[src/verilog/ifu_pkg.sv]
package ifu_pkg;

  // byte address and raw instruction word
  typedef logic [31:0] addr_t;
  typedef logic [31:0] instr_t;

  // every fetch is one aligned 32-bit word
  localparam int unsigned INSTR_BYTES = 4;
  localparam int unsigned ALIGN_BITS  = 2;

  // fetch target select, driven by the core on pc_set
  typedef enum logic [2:0] {
    PC_BOOT = 3'd0,
    PC_JUMP = 3'd1,
    PC_EXC  = 3'd2,
    PC_ERET = 3'd3,
    PC_DRET = 3'd4
  } pc_sel_e;

  // exception vector select
  typedef enum logic [1:0] {
    // trap handler base from mtvec
    EXC_PC_EXC     = 2'd0,
    // debug module halt entry
    EXC_PC_DBD     = 2'd1,
    // debug module exception entry
    EXC_PC_DBG_EXC = 2'd2
  } exc_pc_sel_e;

  // one word as delivered by the prefetch buffer
  typedef struct packed {
    instr_t instr;
    addr_t  addr;
    logic   err;
  } fetch_word_t;

  // instruction held in the IF-ID register
  typedef struct packed {
    instr_t instr;
    addr_t  pc;
    logic   fetch_err;
  } id_instr_t;

endpackage
[src/verilog/ifu_top.sv]
`timescale 1ns/100ps

module ifu_top #(
  parameter ifu_pkg::addr_t DmHaltAddr      = 32'h1A11_0800,
  parameter ifu_pkg::addr_t DmExceptionAddr = 32'h1A11_0808,
  parameter int unsigned    FifoDepth       = 3
) (
  input  logic                 clk_i,
  input  logic                 rst_ni,
  // instruction bus
  output logic                 instr_req_o,
  output ifu_pkg::addr_t       instr_addr_o,
  input  logic                 instr_gnt_i,
  input  logic                 instr_rvalid_i,
  input  ifu_pkg::instr_t      instr_rdata_i,
  input  logic                 instr_err_i,
  // control from the core
  input  logic                 req_i,
  input  logic                 pc_set_i,
  input  ifu_pkg::pc_sel_e     pc_mux_i,
  input  ifu_pkg::exc_pc_sel_e exc_pc_mux_i,
  input  logic                 instr_valid_clear_i,
  input  logic                 id_in_ready_i,
  // address sources
  input  ifu_pkg::addr_t       boot_addr_i,
  input  ifu_pkg::addr_t       branch_target_ex_i,
  input  ifu_pkg::addr_t       csr_mtvec_i,
  input  ifu_pkg::addr_t       csr_mepc_i,
  input  ifu_pkg::addr_t       csr_depc_i,
  // outputs
  output logic                 csr_mtvec_init_o,
  output logic                 instr_valid_id_o,
  output logic                 instr_new_id_o,
  output ifu_pkg::id_instr_t   id_instr_o,
  output ifu_pkg::addr_t       pc_if_o,
  output logic                 if_busy_o,
  output logic                 pc_mismatch_alert_o
);

  import ifu_pkg::*;

  addr_t       fetch_target;
  logic        fetch_valid;
  logic        fetch_ready;
  fetch_word_t fetch_word;
  logic        if_id_we;

  ifu_pc_select #(
    .DmHaltAddr      (DmHaltAddr),
    .DmExceptionAddr (DmExceptionAddr)
  ) pc_select_i (
    .pc_set_i           (pc_set_i),
    .pc_mux_i           (pc_mux_i),
    .exc_pc_mux_i       (exc_pc_mux_i),
    .boot_addr_i        (boot_addr_i),
    .branch_target_ex_i (branch_target_ex_i),
    .csr_mtvec_i        (csr_mtvec_i),
    .csr_mepc_i         (csr_mepc_i),
    .csr_depc_i         (csr_depc_i),
    .fetch_target_o     (fetch_target),
    .csr_mtvec_init_o   (csr_mtvec_init_o)
  );

  // pc_set_i doubles as the branch strobe of the buffer
  ifu_prefetch_buffer #(
    .FifoDepth (FifoDepth)
  ) prefetch_buffer_i (
    .clk_i          (clk_i),
    .rst_ni         (rst_ni),
    .req_i          (req_i),
    .branch_i       (pc_set_i),
    .branch_addr_i  (fetch_target),
    .ready_i        (fetch_ready),
    .valid_o        (fetch_valid),
    .word_o         (fetch_word),
    .instr_req_o    (instr_req_o),
    .instr_addr_o   (instr_addr_o),
    .instr_gnt_i    (instr_gnt_i),
    .instr_rvalid_i (instr_rvalid_i),
    .instr_rdata_i  (instr_rdata_i),
    .instr_err_i    (instr_err_i),
    .busy_o         (if_busy_o)
  );

  ifu_id_stage_reg id_stage_reg_i (
    .clk_i               (clk_i),
    .rst_ni              (rst_ni),
    .fetch_valid_i       (fetch_valid),
    .fetch_word_i        (fetch_word),
    .id_in_ready_i       (id_in_ready_i),
    .pc_set_i            (pc_set_i),
    .instr_valid_clear_i (instr_valid_clear_i),
    .fetch_ready_o       (fetch_ready),
    .if_id_we_o          (if_id_we),
    .instr_valid_id_o    (instr_valid_id_o),
    .instr_new_id_o      (instr_new_id_o),
    .id_instr_o          (id_instr_o)
  );

  ifu_pc_check pc_check_i (
    .clk_i               (clk_i),
    .rst_ni              (rst_ni),
    .if_id_we_i          (if_id_we),
    .branch_i            (pc_set_i),
    .fetch_valid_i       (fetch_valid),
    .pc_if_i             (pc_if_o),
    .pc_id_i             (id_instr_o.pc),
    .pc_mismatch_alert_o (pc_mismatch_alert_o)
  );

  // PC of the word at the head of the buffer
  assign pc_if_o = fetch_word.addr;

endmodule

[src/verilog/ifu_pc_check.sv]
`timescale 1ns/100ps

module ifu_pc_check (
  input  logic           clk_i,
  input  logic           rst_ni,
  input  logic           if_id_we_i,
  input  logic           branch_i,
  input  logic           fetch_valid_i,
  input  ifu_pkg::addr_t pc_if_i,
  input  ifu_pkg::addr_t pc_id_i,
  output logic           pc_mismatch_alert_o
);

  import ifu_pkg::*;

  logic  seq_d;
  logic  seq_q;
  addr_t pc_expected;

  // any redirect restarts the check, the next take re-arms it
  assign seq_d = (seq_q | if_id_we_i) & ~branch_i;

  always_ff @(posedge clk_i or negedge rst_ni) begin
    if (!rst_ni) begin
      seq_q <= 1'b0;
    end else begin
      seq_q <= seq_d;
    end
  end

  assign pc_expected = pc_id_i + addr_t'(INSTR_BYTES);

  // head of the buffer must follow the word now in ID
  assign pc_mismatch_alert_o = seq_q & fetch_valid_i & (pc_if_i != pc_expected);

endmodule

[src/verilog/ifu_id_stage_reg.sv]
`timescale 1ns/100ps

module ifu_id_stage_reg (
  input  logic                 clk_i,
  input  logic                 rst_ni,
  input  logic                 fetch_valid_i,
  input  ifu_pkg::fetch_word_t fetch_word_i,
  input  logic                 id_in_ready_i,
  input  logic                 pc_set_i,
  input  logic                 instr_valid_clear_i,
  output logic                 fetch_ready_o,
  output logic                 if_id_we_o,
  output logic                 instr_valid_id_o,
  output logic                 instr_new_id_o,
  output ifu_pkg::id_instr_t   id_instr_o
);

  logic valid_d;
  logic valid_q;
  logic new_q;

  // ID accepts whenever it is ready
  assign fetch_ready_o = id_in_ready_i;
  assign if_id_we_o    = fetch_valid_i & id_in_ready_i;

  // a take in a pc_set cycle is squashed
  // valid then holds until the core clears it
  assign valid_d = (if_id_we_o & ~pc_set_i) | (valid_q & ~instr_valid_clear_i);

  always_ff @(posedge clk_i or negedge rst_ni) begin
    if (!rst_ni) begin
      valid_q <= 1'b0;
      new_q   <= 1'b0;
    end else begin
      valid_q <= valid_d;
      new_q   <= if_id_we_o;
    end
  end

  assign instr_valid_id_o = valid_q;
  assign instr_new_id_o   = new_q;

  // register frozen while ID is stalled
  always_ff @(posedge clk_i) begin
    if (if_id_we_o) begin
      id_instr_o <= '{
        instr:     fetch_word_i.instr,
        pc:        fetch_word_i.addr,
        fetch_err: fetch_word_i.err
      };
    end
  end

endmodule

[src/verilog/ifu_prefetch_buffer.sv]
`timescale 1ns/100ps

module ifu_prefetch_buffer #(
  parameter int unsigned FifoDepth = 3
) (
  input  logic                 clk_i,
  input  logic                 rst_ni,
  input  logic                 req_i,
  input  logic                 branch_i,
  input  ifu_pkg::addr_t       branch_addr_i,
  input  logic                 ready_i,
  output logic                 valid_o,
  output ifu_pkg::fetch_word_t word_o,
  output logic                 instr_req_o,
  output ifu_pkg::addr_t       instr_addr_o,
  input  logic                 instr_gnt_i,
  input  logic                 instr_rvalid_i,
  input  ifu_pkg::instr_t      instr_rdata_i,
  input  logic                 instr_err_i,
  output logic                 busy_o
);

  import ifu_pkg::*;

  localparam int unsigned CntW = $clog2(FifoDepth + 1);
  localparam int unsigned PtrW = $clog2(FifoDepth);
  localparam logic [CntW:0] CreditMax = (CntW + 1)'(FifoDepth);

  typedef logic [CntW-1:0] cnt_t;
  typedef logic [PtrW-1:0] ptr_t;

  logic          fetch_en_q;
  addr_t         fetch_addr_q;
  addr_t         resp_addr_q;
  cnt_t          out_cnt_q;
  cnt_t          out_cnt_d;
  cnt_t          discard_q;
  cnt_t          discard_d;
  cnt_t          fifo_cnt_q;
  cnt_t          fifo_cnt_d;
  ptr_t          rd_ptr_q;
  ptr_t          wr_ptr_q;
  fetch_word_t   fifo_mem [FifoDepth];
  logic [CntW:0] credit_used;
  logic          granted;
  logic          in_valid;
  fetch_word_t   in_word;
  logic          fifo_empty;
  logic          push;
  logic          pop;

  function automatic ptr_t ptr_next(ptr_t ptr);
    if (ptr == ptr_t'(FifoDepth - 1)) begin
      return '0;
    end
    return ptr + ptr_t'(1);
  endfunction

  // words held plus words still on the bus must fit in the FIFO
  assign credit_used = {1'b0, fifo_cnt_q} + {1'b0, out_cnt_q};

  // the branch cycle itself issues nothing, the new stream starts one cycle later
  assign instr_req_o  = req_i & fetch_en_q & ~branch_i & (credit_used < CreditMax);
  assign instr_addr_o = fetch_addr_q;
  assign granted      = instr_req_o & instr_gnt_i;
  assign busy_o       = (out_cnt_q != '0);

  always_comb begin
    out_cnt_d = out_cnt_q;
    if (granted && !instr_rvalid_i) begin
      out_cnt_d = out_cnt_q + cnt_t'(1);
    end else if (!granted && instr_rvalid_i) begin
      out_cnt_d = out_cnt_q - cnt_t'(1);
    end
  end

  // on a redirect everything still in flight belongs to the old stream
  always_comb begin
    discard_d = discard_q;
    if (branch_i) begin
      discard_d = out_cnt_d;
    end else if (instr_rvalid_i && (discard_q != '0)) begin
      discard_d = discard_q - cnt_t'(1);
    end
  end

  assign in_valid = instr_rvalid_i & (discard_q == '0) & ~branch_i;
  assign in_word  = '{instr: instr_rdata_i, addr: resp_addr_q, err: instr_err_i};

  // an empty FIFO passes the response straight through
  assign fifo_empty = (fifo_cnt_q == '0);
  assign valid_o    = ~branch_i & (~fifo_empty | in_valid);
  assign word_o     = fifo_empty ? in_word : fifo_mem[rd_ptr_q];
  assign pop        = ~fifo_empty & ready_i & ~branch_i;
  assign push       = in_valid & ~(fifo_empty & ready_i);

  always_comb begin
    fifo_cnt_d = fifo_cnt_q;
    if (branch_i) begin
      fifo_cnt_d = '0;
    end else if (push && !pop) begin
      fifo_cnt_d = fifo_cnt_q + cnt_t'(1);
    end else if (!push && pop) begin
      fifo_cnt_d = fifo_cnt_q - cnt_t'(1);
    end
  end

  always_ff @(posedge clk_i or negedge rst_ni) begin
    if (!rst_ni) begin
      fetch_en_q   <= 1'b0;
      fetch_addr_q <= '0;
      resp_addr_q  <= '0;
      out_cnt_q    <= '0;
      discard_q    <= '0;
      fifo_cnt_q   <= '0;
      rd_ptr_q     <= '0;
      wr_ptr_q     <= '0;
    end else begin
      out_cnt_q  <= out_cnt_d;
      discard_q  <= discard_d;
      fifo_cnt_q <= fifo_cnt_d;
      if (branch_i) begin
        // no fetching until the core has set a PC
        fetch_en_q   <= 1'b1;
        fetch_addr_q <= branch_addr_i;
        resp_addr_q  <= branch_addr_i;
        rd_ptr_q     <= '0;
        wr_ptr_q     <= '0;
      end else begin
        if (granted) begin
          fetch_addr_q <= fetch_addr_q + addr_t'(INSTR_BYTES);
        end
        // responses return in order, so the tag just counts up
        if (in_valid) begin
          resp_addr_q <= resp_addr_q + addr_t'(INSTR_BYTES);
        end
        if (pop) begin
          rd_ptr_q <= ptr_next(rd_ptr_q);
        end
        if (push) begin
          wr_ptr_q <= ptr_next(wr_ptr_q);
        end
      end
    end
  end

  always_ff @(posedge clk_i) begin
    if (push) begin
      fifo_mem[wr_ptr_q] <= in_word;
    end
  end

endmodule

[src/verilog/ifu_pc_select.sv]
`timescale 1ns/100ps

module ifu_pc_select #(
  parameter ifu_pkg::addr_t DmHaltAddr      = 32'h1A11_0800,
  parameter ifu_pkg::addr_t DmExceptionAddr = 32'h1A11_0808
) (
  input  logic                 pc_set_i,
  input  ifu_pkg::pc_sel_e     pc_mux_i,
  input  ifu_pkg::exc_pc_sel_e exc_pc_mux_i,
  input  ifu_pkg::addr_t       boot_addr_i,
  input  ifu_pkg::addr_t       branch_target_ex_i,
  input  ifu_pkg::addr_t       csr_mtvec_i,
  input  ifu_pkg::addr_t       csr_mepc_i,
  input  ifu_pkg::addr_t       csr_depc_i,
  output ifu_pkg::addr_t       fetch_target_o,
  output logic                 csr_mtvec_init_o
);

  import ifu_pkg::*;

  addr_t exc_pc;

  // force an address onto a word boundary
  function automatic addr_t align_word(addr_t addr);
    return {addr[$bits(addr_t)-1:ALIGN_BITS], {ALIGN_BITS{1'b0}}};
  endfunction

  // exception vector
  always_comb begin
    unique case (exc_pc_mux_i)
      EXC_PC_EXC:     exc_pc = align_word(csr_mtvec_i);
      EXC_PC_DBD:     exc_pc = DmHaltAddr;
      EXC_PC_DBG_EXC: exc_pc = DmExceptionAddr;
      default:        exc_pc = align_word(csr_mtvec_i);
    endcase
  end

  // fetch target
  always_comb begin
    unique case (pc_mux_i)
      PC_BOOT: fetch_target_o = align_word(boot_addr_i);
      PC_JUMP: fetch_target_o = branch_target_ex_i;
      PC_EXC:  fetch_target_o = exc_pc;
      PC_ERET: fetch_target_o = csr_mepc_i;
      PC_DRET: fetch_target_o = csr_depc_i;
      default: fetch_target_o = align_word(boot_addr_i);
    endcase
  end

  // mtvec gets its initial value when the core boots
  assign csr_mtvec_init_o = pc_set_i & (pc_mux_i == PC_BOOT);

endmodule

[config.mk]
export PLATFORM = sky130hd
export DESIGN_NAME = ifu_top
export DESIGN_NICKNAME = d
export VERILOG_FILES = /design/src/verilog/ifu_pkg.sv /design/src/verilog/ifu_top.sv /design/src/verilog/ifu_pc_check.sv /design/src/verilog/ifu_id_stage_reg.sv /design/src/verilog/ifu_prefetch_buffer.sv /design/src/verilog/ifu_pc_select.sv
export SDC_FILE = /design/constraint.sdc
export NUM_CORES = 1
export LEC_CHECK = 0
export BUFFER_PORTS_ARGS = -buffer_cell sky130_fd_sc_hd__buf_2
export CORE_AREA = 2 2 155 195
export DETAILED_ROUTE_END_ITERATION = 10
export DIE_AREA = 0 0 157 197
export PLACE_DENSITY = 0.92
export SETUP_SLACK_MARGIN = 0.1
export SLEW_MARGIN = 20
export SYNTH_ARGS = -nofsm -noshare
export SYNTH_HDL_FRONTEND = slang
export SYNTH_SLANG_ARGS = --single-unit
export TNS_END_PERCENT = 50
[constraint.sdc]
create_clock -name clk_i -period 17.11 [get_ports clk_i]
set_input_delay 1.711 -clock clk_i [delete_from_list [all_inputs] [get_ports clk_i]]
set_output_delay 1.711 -clock clk_i [all_outputs]
set_load 0.02 [all_outputs]
---- Word-level counts from Yosys, hierarchy flattened ----
Memories as Yosys holds them, arrays and structs flattened.
Index checks and enable logic that the tools add are counted.
storage, ports and cells
  register bits after elaboration ......... 143
  RAM bits ................................ 195
  bits of input ports ..................... 206
  output and inout port bits .............. 135
  logic and storage cells ................. 111
  memories ................................ 1
cells by class
  $add $sub $neg .......................... 11
  $lt $le $gt $ge ......................... 1
  equality and inequality tests ........... 9
  muxes and demuxes ....................... 30
  bitwise logic cells ..................... 25
  reductions and logical operators ........ 20
memory list
  name                        words  width  rd ports  clocked after Yosys merged registers in  write ports  RTL line                   source
  prefetch_buffer_i.fifo_mem  3      65     1         0                                        1            ifu_prefetch_buffer.sv:43  fetch_word_t fifo_mem [FifoDepth];
operators by type and width
  kind                                                                          number
  32-bit 2-to-1 mux                                                             4
  32-bit case mux with 4 select lines                                           1
  32-bit by 3-bit adder with 32-bit output, second input constant               3
  65-bit 2-to-1 mux                                                             1
  32-bit case mux with 2 select lines                                           1
  32-bit != test                                                                1
  2-bit 2-to-1 mux                                                              15
  1-bit bitwise AND                                                             18
  2-bit nonzero test                                                            7
  2-bit by 1-bit adder with 2-bit output, second input constant                 4
  1-bit 2-to-1 mux                                                              8
  2-bit == test, second input constant                                          3
  3-bit by 2-bit == test with 1-bit output, second input constant               2
  2-bit by 1-bit subtractor with 2-bit output, second input constant            3
  1-bit logical AND                                                             5
  1-bit logical NOT                                                             4
  2-bit logical NOT                                                             2
  1-bit NOT                                                                     4
  2-bit by 2-bit adder with 3-bit output                                        1
  3-bit by 1-bit == test with 1-bit output, second input constant               1
  3-bit == test, second input constant                                          1
  3-bit logical NOT                                                             1
  3-bit by 2-bit less-than comparator with 1-bit output, second input constant  1
  1-bit bitwise OR                                                              3
  other kinds (2)                                                               2

---- Logic depth before layout (Yosys ltp) ----
Gate-level depths: netlist of run 1.
  depth in word-level cells ............... 9
  depth in mapped cells ................... 11
  gate-level depth less buffers ........... 9

---- Hierarchy ----
Synthesis of run 1 repeated with hierarchy kept, for this count alone.
unflattened totals
  cell total of the unflattened synthesis .. 1486
  area total of the unflattened synthesis .. 16519.6 sq um
modules (own cells, without submodules)
  module               instances  cells an instance  area each (sq um)  seq. area each (sq um)
  ifu_prefetch_buffer  1          1018               12017.8            7732.4
  ifu_id_stage_reg     1          72                 2033.2             2001.9
  ifu_pc_select        1          226                1285.0             0.0
  ifu_pc_check         1          170                1183.6             25.0

---- Worst setup path before layout of run 1 ----
No wires, ideal clock.
  path type ............................... input to register
  from .................................... input pc_set_i
  to ...................................... memory prefetch_buffer_i.fifo_mem[1][0] in the netlist's numbering (enable)
  setup time .............................. 0.584 ns
  arrival time ............................ 7.133 ns
  required time ........................... 16.526 ns
  setup slack ............................. 9.393 ns
  cell stages on the path ................. 4
  buffers on the path ..................... 1
  path through ............................ inv_1 clkbuf_1 nand3_1 nor3b_1
on the way
  longest elaborated chain between the ends .. 5
ends and longest elaborated chain
  element                                 RTL line                    source
  start, declared                         ifu_top.sv:19               input logic pc_set_i,
  1-bit NOT                               ifu_prefetch_buffer.sv:87   assign in_valid = instr_rvalid_i & (discard_q == '0) & ~branch_i;
  1-bit bitwise AND                       ifu_prefetch_buffer.sv:87
  1-bit bitwise AND                       ifu_prefetch_buffer.sv:95   assign push = in_valid & ~(fifo_empty & ready_i);
  1-bit 2-to-1 mux                        ifu_prefetch_buffer.sv:148  if (push) begin
  1-bit 2-to-1 mux (implied by the code)  ifu_prefetch_buffer.sv:149  fifo_mem[wr_ptr_q] <= in_word;
  end, declared                           ifu_prefetch_buffer.sv:43
Every way passes these cells.

---- Worst setup path in the final report of run 1 ----
  from .................................... register prefetch_buffer_i.rd_ptr_q[0]
  to ...................................... output pc_mismatch_alert_o
on the way
  longest elaborated chain between the ends .. 4
ends and longest elaborated chain
  element                 RTL line                    source
  start, declared         ifu_prefetch_buffer.sv:41   ptr_t rd_ptr_q;
  start signal, assigned  ifu_prefetch_buffer.sv:138  rd_ptr_q <= ptr_next(rd_ptr_q);
  memory 3 x 65 bit       -
  65-bit 2-to-1 mux       ifu_prefetch_buffer.sv:93   assign word_o = fifo_empty ? in_word : fifo_mem[rd_ptr_q];
  32-bit != test          ifu_pc_check.sv:34          assign pc_mismatch_alert_o = seq_q & fetch_valid_i & (pc_if_i != pc_expected);
  1-bit bitwise AND       ifu_pc_check.sv:34
  end, declared           ifu_top.sv:37               output logic pc_mismatch_alert_o
Every way passes these cells.

==> results.sh, run 1 <==
export IMPL_maxSlewHeadroom_pct=35.6
export IMPL_tightestPinTransition_ns=0.965
export IMPL_yosys_top_cells_area="edfxtp_1 (45%), dfrtp_1 (11%), mux2i_1 (5.6%), nand2_1 (3.6%), a21oi_1 (3.5%)"
export IMPL_grt_pass1_wl_microns=71900
export IMPL_ys_seq_elements=338
export IMPL_final_cell_mix="buf_2 (334), edfxtp_1 (260), nand2_1 (167), nor2_1 (145), a21oi_1 (121)"
export IMPL_synthDominantCellAreaShare_pct=45.3
export IMPL_ir_drop_mv=0.0874
export IMPL_clock_skew_ns=0.0120
export IMPL_synthCells=1567
export IMPL_crit_path_cell_trace="buf_4 > mux2_2 > mux2i_1 > a21oi_1 > xor2_1 > a2111oi_2 > nand4_1 > nor4_1 > a21oi_1 > buf_2"
export IMPL_grt_start_max_net_pins=110
export IMPL_ant_nets=0
export IMPL_grt_ovfl_total=0
export IMPL_stdcell_count=2257
export IMPL_clkLatencyLatePin_ns=0.56
export IMPL_p_leak_nw=7.99
export IMPL_max_cap_violations=0
export IMPL_worst_setup_path_end_kind="output port"
export IMPL_cpPeakStageDelay_ns=0.73
export IMPL_ys_async_sr_fraction_pct=23.1
export IMPL_io_pins=341
export IMPL_dr_pass1_iters=8
export IMPL_cp_num_buf_inv=2
export IMPL_hold_path_class="flip-flop to flip-flop"
export IMPL_finalInstanceArea_sq_um=19900
export IMPL_cp_startpoint="prefetch_buffer_i.rd_ptr_q[0]"
export IMPL_grt_antenna_before_repair=10
export IMPL_final_max_slew_viol_count=0
export IMPL_setup_viol=0
export IMPL_clock_sinks=338
export IMPL_ys_types=76
export IMPL_setup_ws_ns=11.18
export IMPL_cts_buffers=30
export IMPL_hold_viol=0
export IMPL_critPathMaxFanout=59
export IMPL_htree_levels=1
export IMPL_post_drt_wl_per_cell_microns=21.2
export IMPL_avgSynthCellArea_sq_um=11.0
export IMPL_status="complete, no violations"
export IMPL_final_common_cell="buf_2"
export IMPL_holdPathStages=1
export IMPL_dp_cells=2193
export IMPL_wirelength_microns=47900
export IMPL_first_global_vias=13400
export IMPL_yosys_warnings=0
export IMPL_final_layout_size_suffix_gt1_share_pct=23.8
export IMPL_chipHeight_microns=197
export IMPL_min_period_over_period_pct=34.7
export IMPL_cp_common_cell="a21oi_1"
export IMPL_fmax_ghz=0.169
export IMPL_power_total_mw=2.17
export IMPL_fp_dieArea_sq_um=30900
export IMPL_syn_cell_area_sq_um=17200
export IMPL_synth_edff_count=260
export IMPL_vias_per_cell=6.19
export IMPL_r2r_cells=8
export IMPL_critPathKind="flip-flop to output port"
export IMPL_cp_required_ns=15.40
export IMPL_start_util_pct=59.5
export IMPL_pre_cts_ws_ns=11.47
export IMPL_crit_arrival_ns=4.22
export IMPL_clock_path_buffers=3
export IMPL_fin_setup_tns_ns=0
export IMPL_fp_row_count=70
export IMPL_dr_total_vias=14000
export IMPL_placed_cell_area_sq_um=18900
export IMPL_rsz0062_at_grt="no"
export IMPL_drt_iter0_markers=1516
export IMPL_yosysSeqAreaShare_pct=56.6
export IMPL_crit_cells=10
export IMPL_power_density_nw_per_um2=109
export IMPL_track_usage_pct=29.9
export IMPL_syn_nets=1781
export IMPL_critPathTopFamily="compound AO/OA/AOI/OAI gates"
export IMPL_post_route_min_period_ns=5.93
export IMPL_coreArea_sq_um=29000
export IMPL_r2r_end="prefetch_buffer_i.instr_addr_o[27]"
export IMPL_drcViolationCount=0
export IMPL_cts_setup_buffers=0
export IMPL_reg2reg_from="prefetch_buffer_i.fifo_cnt_q[0]"
export IMPL_crit_end="pc_mismatch_alert_o"
export IMPL_dp_hpwl_microns=33300
export IMPL_r2r_slack_ns=13.74
export IMPL_synth_largest_area_cell="edfxtp_1"
export IMPL_tritoncts="yes"
export IMPL_cts_root_buf="clkbuf_16"
export IMPL_ys_flop_type="edfxtp_1"
export IMPL_num_nets_final=2044
export IMPL_port_buffers=336
export IMPL_gp_congestion=0.920
export IMPL_crit_slowest_cell="buf_4"
export IMPL_dieWidth_microns=157
export IMPL_path_clk_slew_ns=0.06
export IMPL_start_kind="flip-flop"
export IMPL_area_growth_pct=15.3
export IMPL_hold_buffers=0
export IMPL_cts_resized=0
stage by stage:
stage / utilization, % / hold WS [ns]
after global routing: 68.6 / 0.486
after detailed placement: 65.3 / 0.452
final: 68.6 / 0.470
after floorplan: - / 0.437
after CTS: 68.5 / 0.474
after global placement: 65.3 / 0.449
worst min-delay path by stage:
stage	from	endpoint	slack (ns)
global route	prefetch_buffer_i.fetch_en_q	prefetch_buffer_i.fetch_en_q	0.49
floorplan	prefetch_buffer_i.fetch_en_q	prefetch_buffer_i.fetch_en_q	0.44
CTS	prefetch_buffer_i.fetch_en_q	prefetch_buffer_i.fetch_en_q	0.47
finish	prefetch_buffer_i.fetch_en_q	prefetch_buffer_i.fetch_en_q	0.47
detailed placement	prefetch_buffer_i.fetch_en_q	prefetch_buffer_i.fetch_en_q	0.45
global placement	prefetch_buffer_i.fetch_en_q	prefetch_buffer_i.fetch_en_q	0.45
area by class of cell:
class	instances	area (sq um)
clock inverter	21	159
fill	2054	9100
clock buffer	34	766
multi-input combinational	1079	6730
tap	396	495
timing repair buffer	357	1860
inverter	24	90.1
antenna	8	20.0
sequential	338	9770
synth_stat cells (all sizes together) (3+ instances only):
master,instances
a211oi,15
a21boi,7
a21oi,122
a221oi,26
a31oi,31
a41oi,8
and2,10
and3,27
and3b,3
and4,8
buf,70
clkbuf,56
dfrtp,78
edfxtp,260
ha,7
inv,23
mux2,19
mux2i,98
nand2,167
nand2b,8
nand3,33
nand4,13
nor2,146
nor2b,24
nor3,15
nor3b,4
nor4,7
o2111ai,5
o211ai,8
o21a,5
o21ai,121
o22a,39
o22ai,7
o31ai,7
or2,3
or3,3
xnor2,31
xor2,20
routing by layer:
metal	routed length, microns	part of all wire (%)	vias up	GRT usage, %
met5	24	0.050	-	0
met4	1740	3.6	4	10.9
met3	4120	8.6	112	5.10
met2	24400	51	809	52.7
met1	17700	37	6680	37.0
li1	-	-	6355	-
registers in the layout, indices dropped and copies added (netlist names):
register                         count
prefetch_buffer_i.fifo_mem         195
prefetch_buffer_i.out_cnt_q          2
pc_check_i.seq_q                     1
prefetch_buffer_i.fetch_en_q         1
prefetch_buffer_i.fifo_cnt_q         2
id_stage_reg_i.id_instr_o           65
prefetch_buffer_i.wr_ptr_q           2
id_stage_reg_i.instr_valid_id_o      1
prefetch_buffer_i.resp_addr_q       32
prefetch_buffer_i.rd_ptr_q           2
prefetch_buffer_i.instr_addr_o      32
prefetch_buffer_i.discard_q          2
id_stage_reg_i.instr_new_id_o        1
where the power goes:
| part | switching [mW] | internal [mW] |
|---|---|---|
| sequential | 0.0637 | 0.965 |
| combinational | 0.323 | 0.182 |
| clock | 0.296 | 0.339 |
logic make-up after synthesis:
| kind of cell | after synthesis | share of synthesized area (%) |
|---|---|---|
| compound gates | 429 | 15.8 |
| xor+xnor | 53 | 2.85 |
| fa+ha+maj | 8 | 0.624 |
| buf+inv | 150 | 4.54 |
| flops | 338 | 56.6 |
| mux | 118 | 7.13 |
| simple gates | 471 | 12.5 |
Note: power is estimated with default switching activity, not from simulation.
==> run 2, diff against run 1 <==
CORE_AREA = 2 2 170 213   (was 2 2 155 195)
DIE_AREA = 0 0 172 215   (was 0 0 157 197)
PLACE_DENSITY = 0.83   (was 0.92)
clock period = 5 ns   (was 17.11 ns; I/O delays follow)
==> run 2 against run 1 <==
  * Critical path depth fell by 1
  * First-iteration DRC count fell by 22%
  * Non-clock buffer count rose by 1
  * Core utilization fell by 11 points
  * Clock power rose to 3.8 times the previous value
  * Flip-flop and latch count did not move
  * Register-to-register slack got worse by 12 ns
  * Largest cell class unchanged
==> results.sh, run 2 (synthesis gave the netlist of run 1 again) <==
export IMPL_cts_resized=0
export IMPL_path_clk_slew_ns=0.07
export IMPL_grt_antenna_before_repair=2
export IMPL_power_total_mw=7.64
export IMPL_clock_path_buffers=3
export IMPL_stdcell_count=2330
export IMPL_r2r_slack_ns=1.69
export IMPL_vias_per_cell=5.88
export IMPL_reg2reg_from="prefetch_buffer_i.fifo_cnt_q[0]"
export IMPL_dp_cells=2272
export IMPL_dp_hpwl_microns=34200
export IMPL_fp_row_count=77
export IMPL_worst_setup_path_end_kind="output port"
export IMPL_r2r_cells=8
export IMPL_switching_share_pct=30.6
export IMPL_cts_root_buf="clkbuf_16"
export IMPL_cp_num_buf_inv=2
export IMPL_crit_slowest_cell="inv_1"
export IMPL_area_growth_pct=16.4
export IMPL_fin_setup_tns_ns=0
export IMPL_post_drt_wl_per_cell_microns=20.6
export IMPL_clkLatencyLatePin_ns=0.57
export IMPL_start_kind="flip-flop"
export IMPL_wl_met2_microns=24500
export IMPL_dr_pass1_iters=5
export IMPL_tightestPinTransition_ns=1.03
export IMPL_gp_congestion=0.926
export IMPL_post_route_min_period_ns=4.47
export IMPL_htree_levels=1
export IMPL_holdPathStages=2
export IMPL_finalInstanceArea_sq_um=20100
export IMPL_final_max_slew_viol_count=0
export IMPL_io_pins=341
export IMPL_clock_skew_ns=0.00982
export IMPL_drcViolationCount=0
export IMPL_drt_iter0_markers=1182
export IMPL_cpPeakStageDelay_ns=0.75
export IMPL_ant_nets=0
export IMPL_cts_buffers=30
export IMPL_met1_length_microns=18500
export IMPL_grt_ovfl_total=0
export IMPL_status="complete, no violations"
export IMPL_clock_sinks=338
export IMPL_fmax_ghz=0.224
export IMPL_regMostFlops="prefetch_buffer_i.fifo_mem"
export IMPL_crit_path_cell_trace="inv_1 > o21ai_0 > o21ai_0 > xor2_1 > nor4_1 > nand4_1 > nor4_1 > a21oi_1 > buf_2"
export IMPL_tritoncts="yes"
export IMPL_wirelength_microns=48100
export IMPL_cp_required_ns=4.50
export IMPL_clkPwrFrac_pct=31.3
export IMPL_num_nets_final=2045
export IMPL_reg_top3="prefetch_buffer_i.fifo_mem: 195 flops, id_stage_reg_i.id_instr_o: 65 flops"
export IMPL_grt_pass1_wl_microns=72900
export IMPL_grt_start_max_net_pins=101
export IMPL_p_int_mw=5.30
export IMPL_chipHeight_microns=215
export IMPL_crit_arrival_ns=3.97
export IMPL_r2r_end="prefetch_buffer_i.instr_addr_o[27]"
export IMPL_setup_viol=0
export IMPL_dieWidth_microns=172
export IMPL_critPathMaxFanout=60
export IMPL_port_buffers=336
export IMPL_cts_setup_buffers=0
export IMPL_track_usage_pct=25.3
export IMPL_fp_dieArea_sq_um=37000
export IMPL_whs_ns=0.107
export IMPL_top_layer_used="met5"
export IMPL_p_seq_share_pct=46.2
export IMPL_coreArea_sq_um=35100
export IMPL_hold_path_class="primary input to flip-flop"
export IMPL_hold_viol=0
export IMPL_ir_drop_mv=0.207
export IMPL_critPathTopFamily="buffers and inverters"
export IMPL_post_route_util_pct=57.3
export IMPL_final_cell_mix="buf_2 (334), edfxtp_1 (260), nand2_1 (167), nor2_1 (145), a21oi_1 (121)"
export IMPL_start_util_pct=49.2
export IMPL_first_global_vias=13400
export IMPL_pre_cts_ws_ns=1.19
export IMPL_hp_start="instr_valid_clear_i"
export IMPL_placed_cell_area_sq_um=19000
export IMPL_dr_total_vias=13700
export IMPL_maxSlewHeadroom_pct=31.2
export IMPL_p_leak_nw=8.05
export IMPL_wl_met3_microns=3730
export IMPL_max_cap_violations=0
export IMPL_min_period_over_period_pct=89.4
export IMPL_power_density_nw_per_um2=380
export IMPL_hold_path_end="id_stage_reg_i.instr_valid_id_o"
export IMPL_rsz0062_at_grt="no"
export IMPL_power_switching_mw=2.34
export IMPL_final_layout_size_suffix_gt1_share_pct=23.9
export IMPL_critPathKind="flip-flop to output port"
export IMPL_setup_ws_ns=0.529
export IMPL_largest_reg_flops=195
export IMPL_pwr_share_comb_pct=22.5
export IMPL_final_common_cell="buf_2"
run 2: changes by cell type in the layout (fill, tap and decap cells not counted), sizes merged:
cell / before / now
bufinv: 1 / 4
clkbuf: 34 / 36
clkinv: 16 / 13
clkinvlp: 5 / 3
diode: 8 / 1
dlygate4sd3: 0 / 1
inv: 23 / 24
run 2: layer usage:
metal,vias to the layer above,GRT usage (%)
li1,6343,-
met1,6616,31.9
met2,648,44.9
met3,91,3.19
met4,2,8.10
met5,-,0
run 2: power by group through the flow:
stage / clock (mW) / combinational, mW / sequential, mW
final: 2.39 / 1.72 / 3.53
after global routing: 2.53 / 1.87 / 3.55
after CTS: 2.43 / 1.73 / 3.52
after detailed placement: 0 / 1.71 / 3.58
after global placement: 0 / 1.66 / 3.56
after floorplan: 0 / 1.17 / 3.59
run 2: layout make-up:
cell class,instances,area (sq um)
Fill cell,2907,15000
Sequential cell,338,9770
Multi-Input combinational cell,1079,6750
Timing Repair Buffer,358,1850
Clock buffer,36,815
Tap cell,474,593
Clock inverter,20,211
Inverter,24,90.1
Antenna cell,1,2.50
run 2: repair_timing:
item,4_1_cts,5_1_grt
hold buffers,1,0
hold endpoints to repair,33,0
setup endpoints to repair,0,0
run 2: how the worst max path moves through the flow:
stage / endpoint / depth (start not counted) / slack [ns] / from
final: pc_mismatch_alert_o / 9 / 0.53 / prefetch_buffer_i.rd_ptr_q[1]
after global placement: pc_mismatch_alert_o / 9 / 1.19 / prefetch_buffer_i.rd_ptr_q[1]
after floorplan: prefetch_buffer_i.fifo_mem[0][0] / 4 / -1.16 / pc_set_i
after detailed placement: pc_mismatch_alert_o / 9 / 1.19 / prefetch_buffer_i.rd_ptr_q[1]
after global routing: pc_mismatch_alert_o / 9 / 0.18 / prefetch_buffer_i.rd_ptr_q[1]
after CTS: pc_mismatch_alert_o / 9 / 0.55 / prefetch_buffer_i.rd_ptr_q[1]
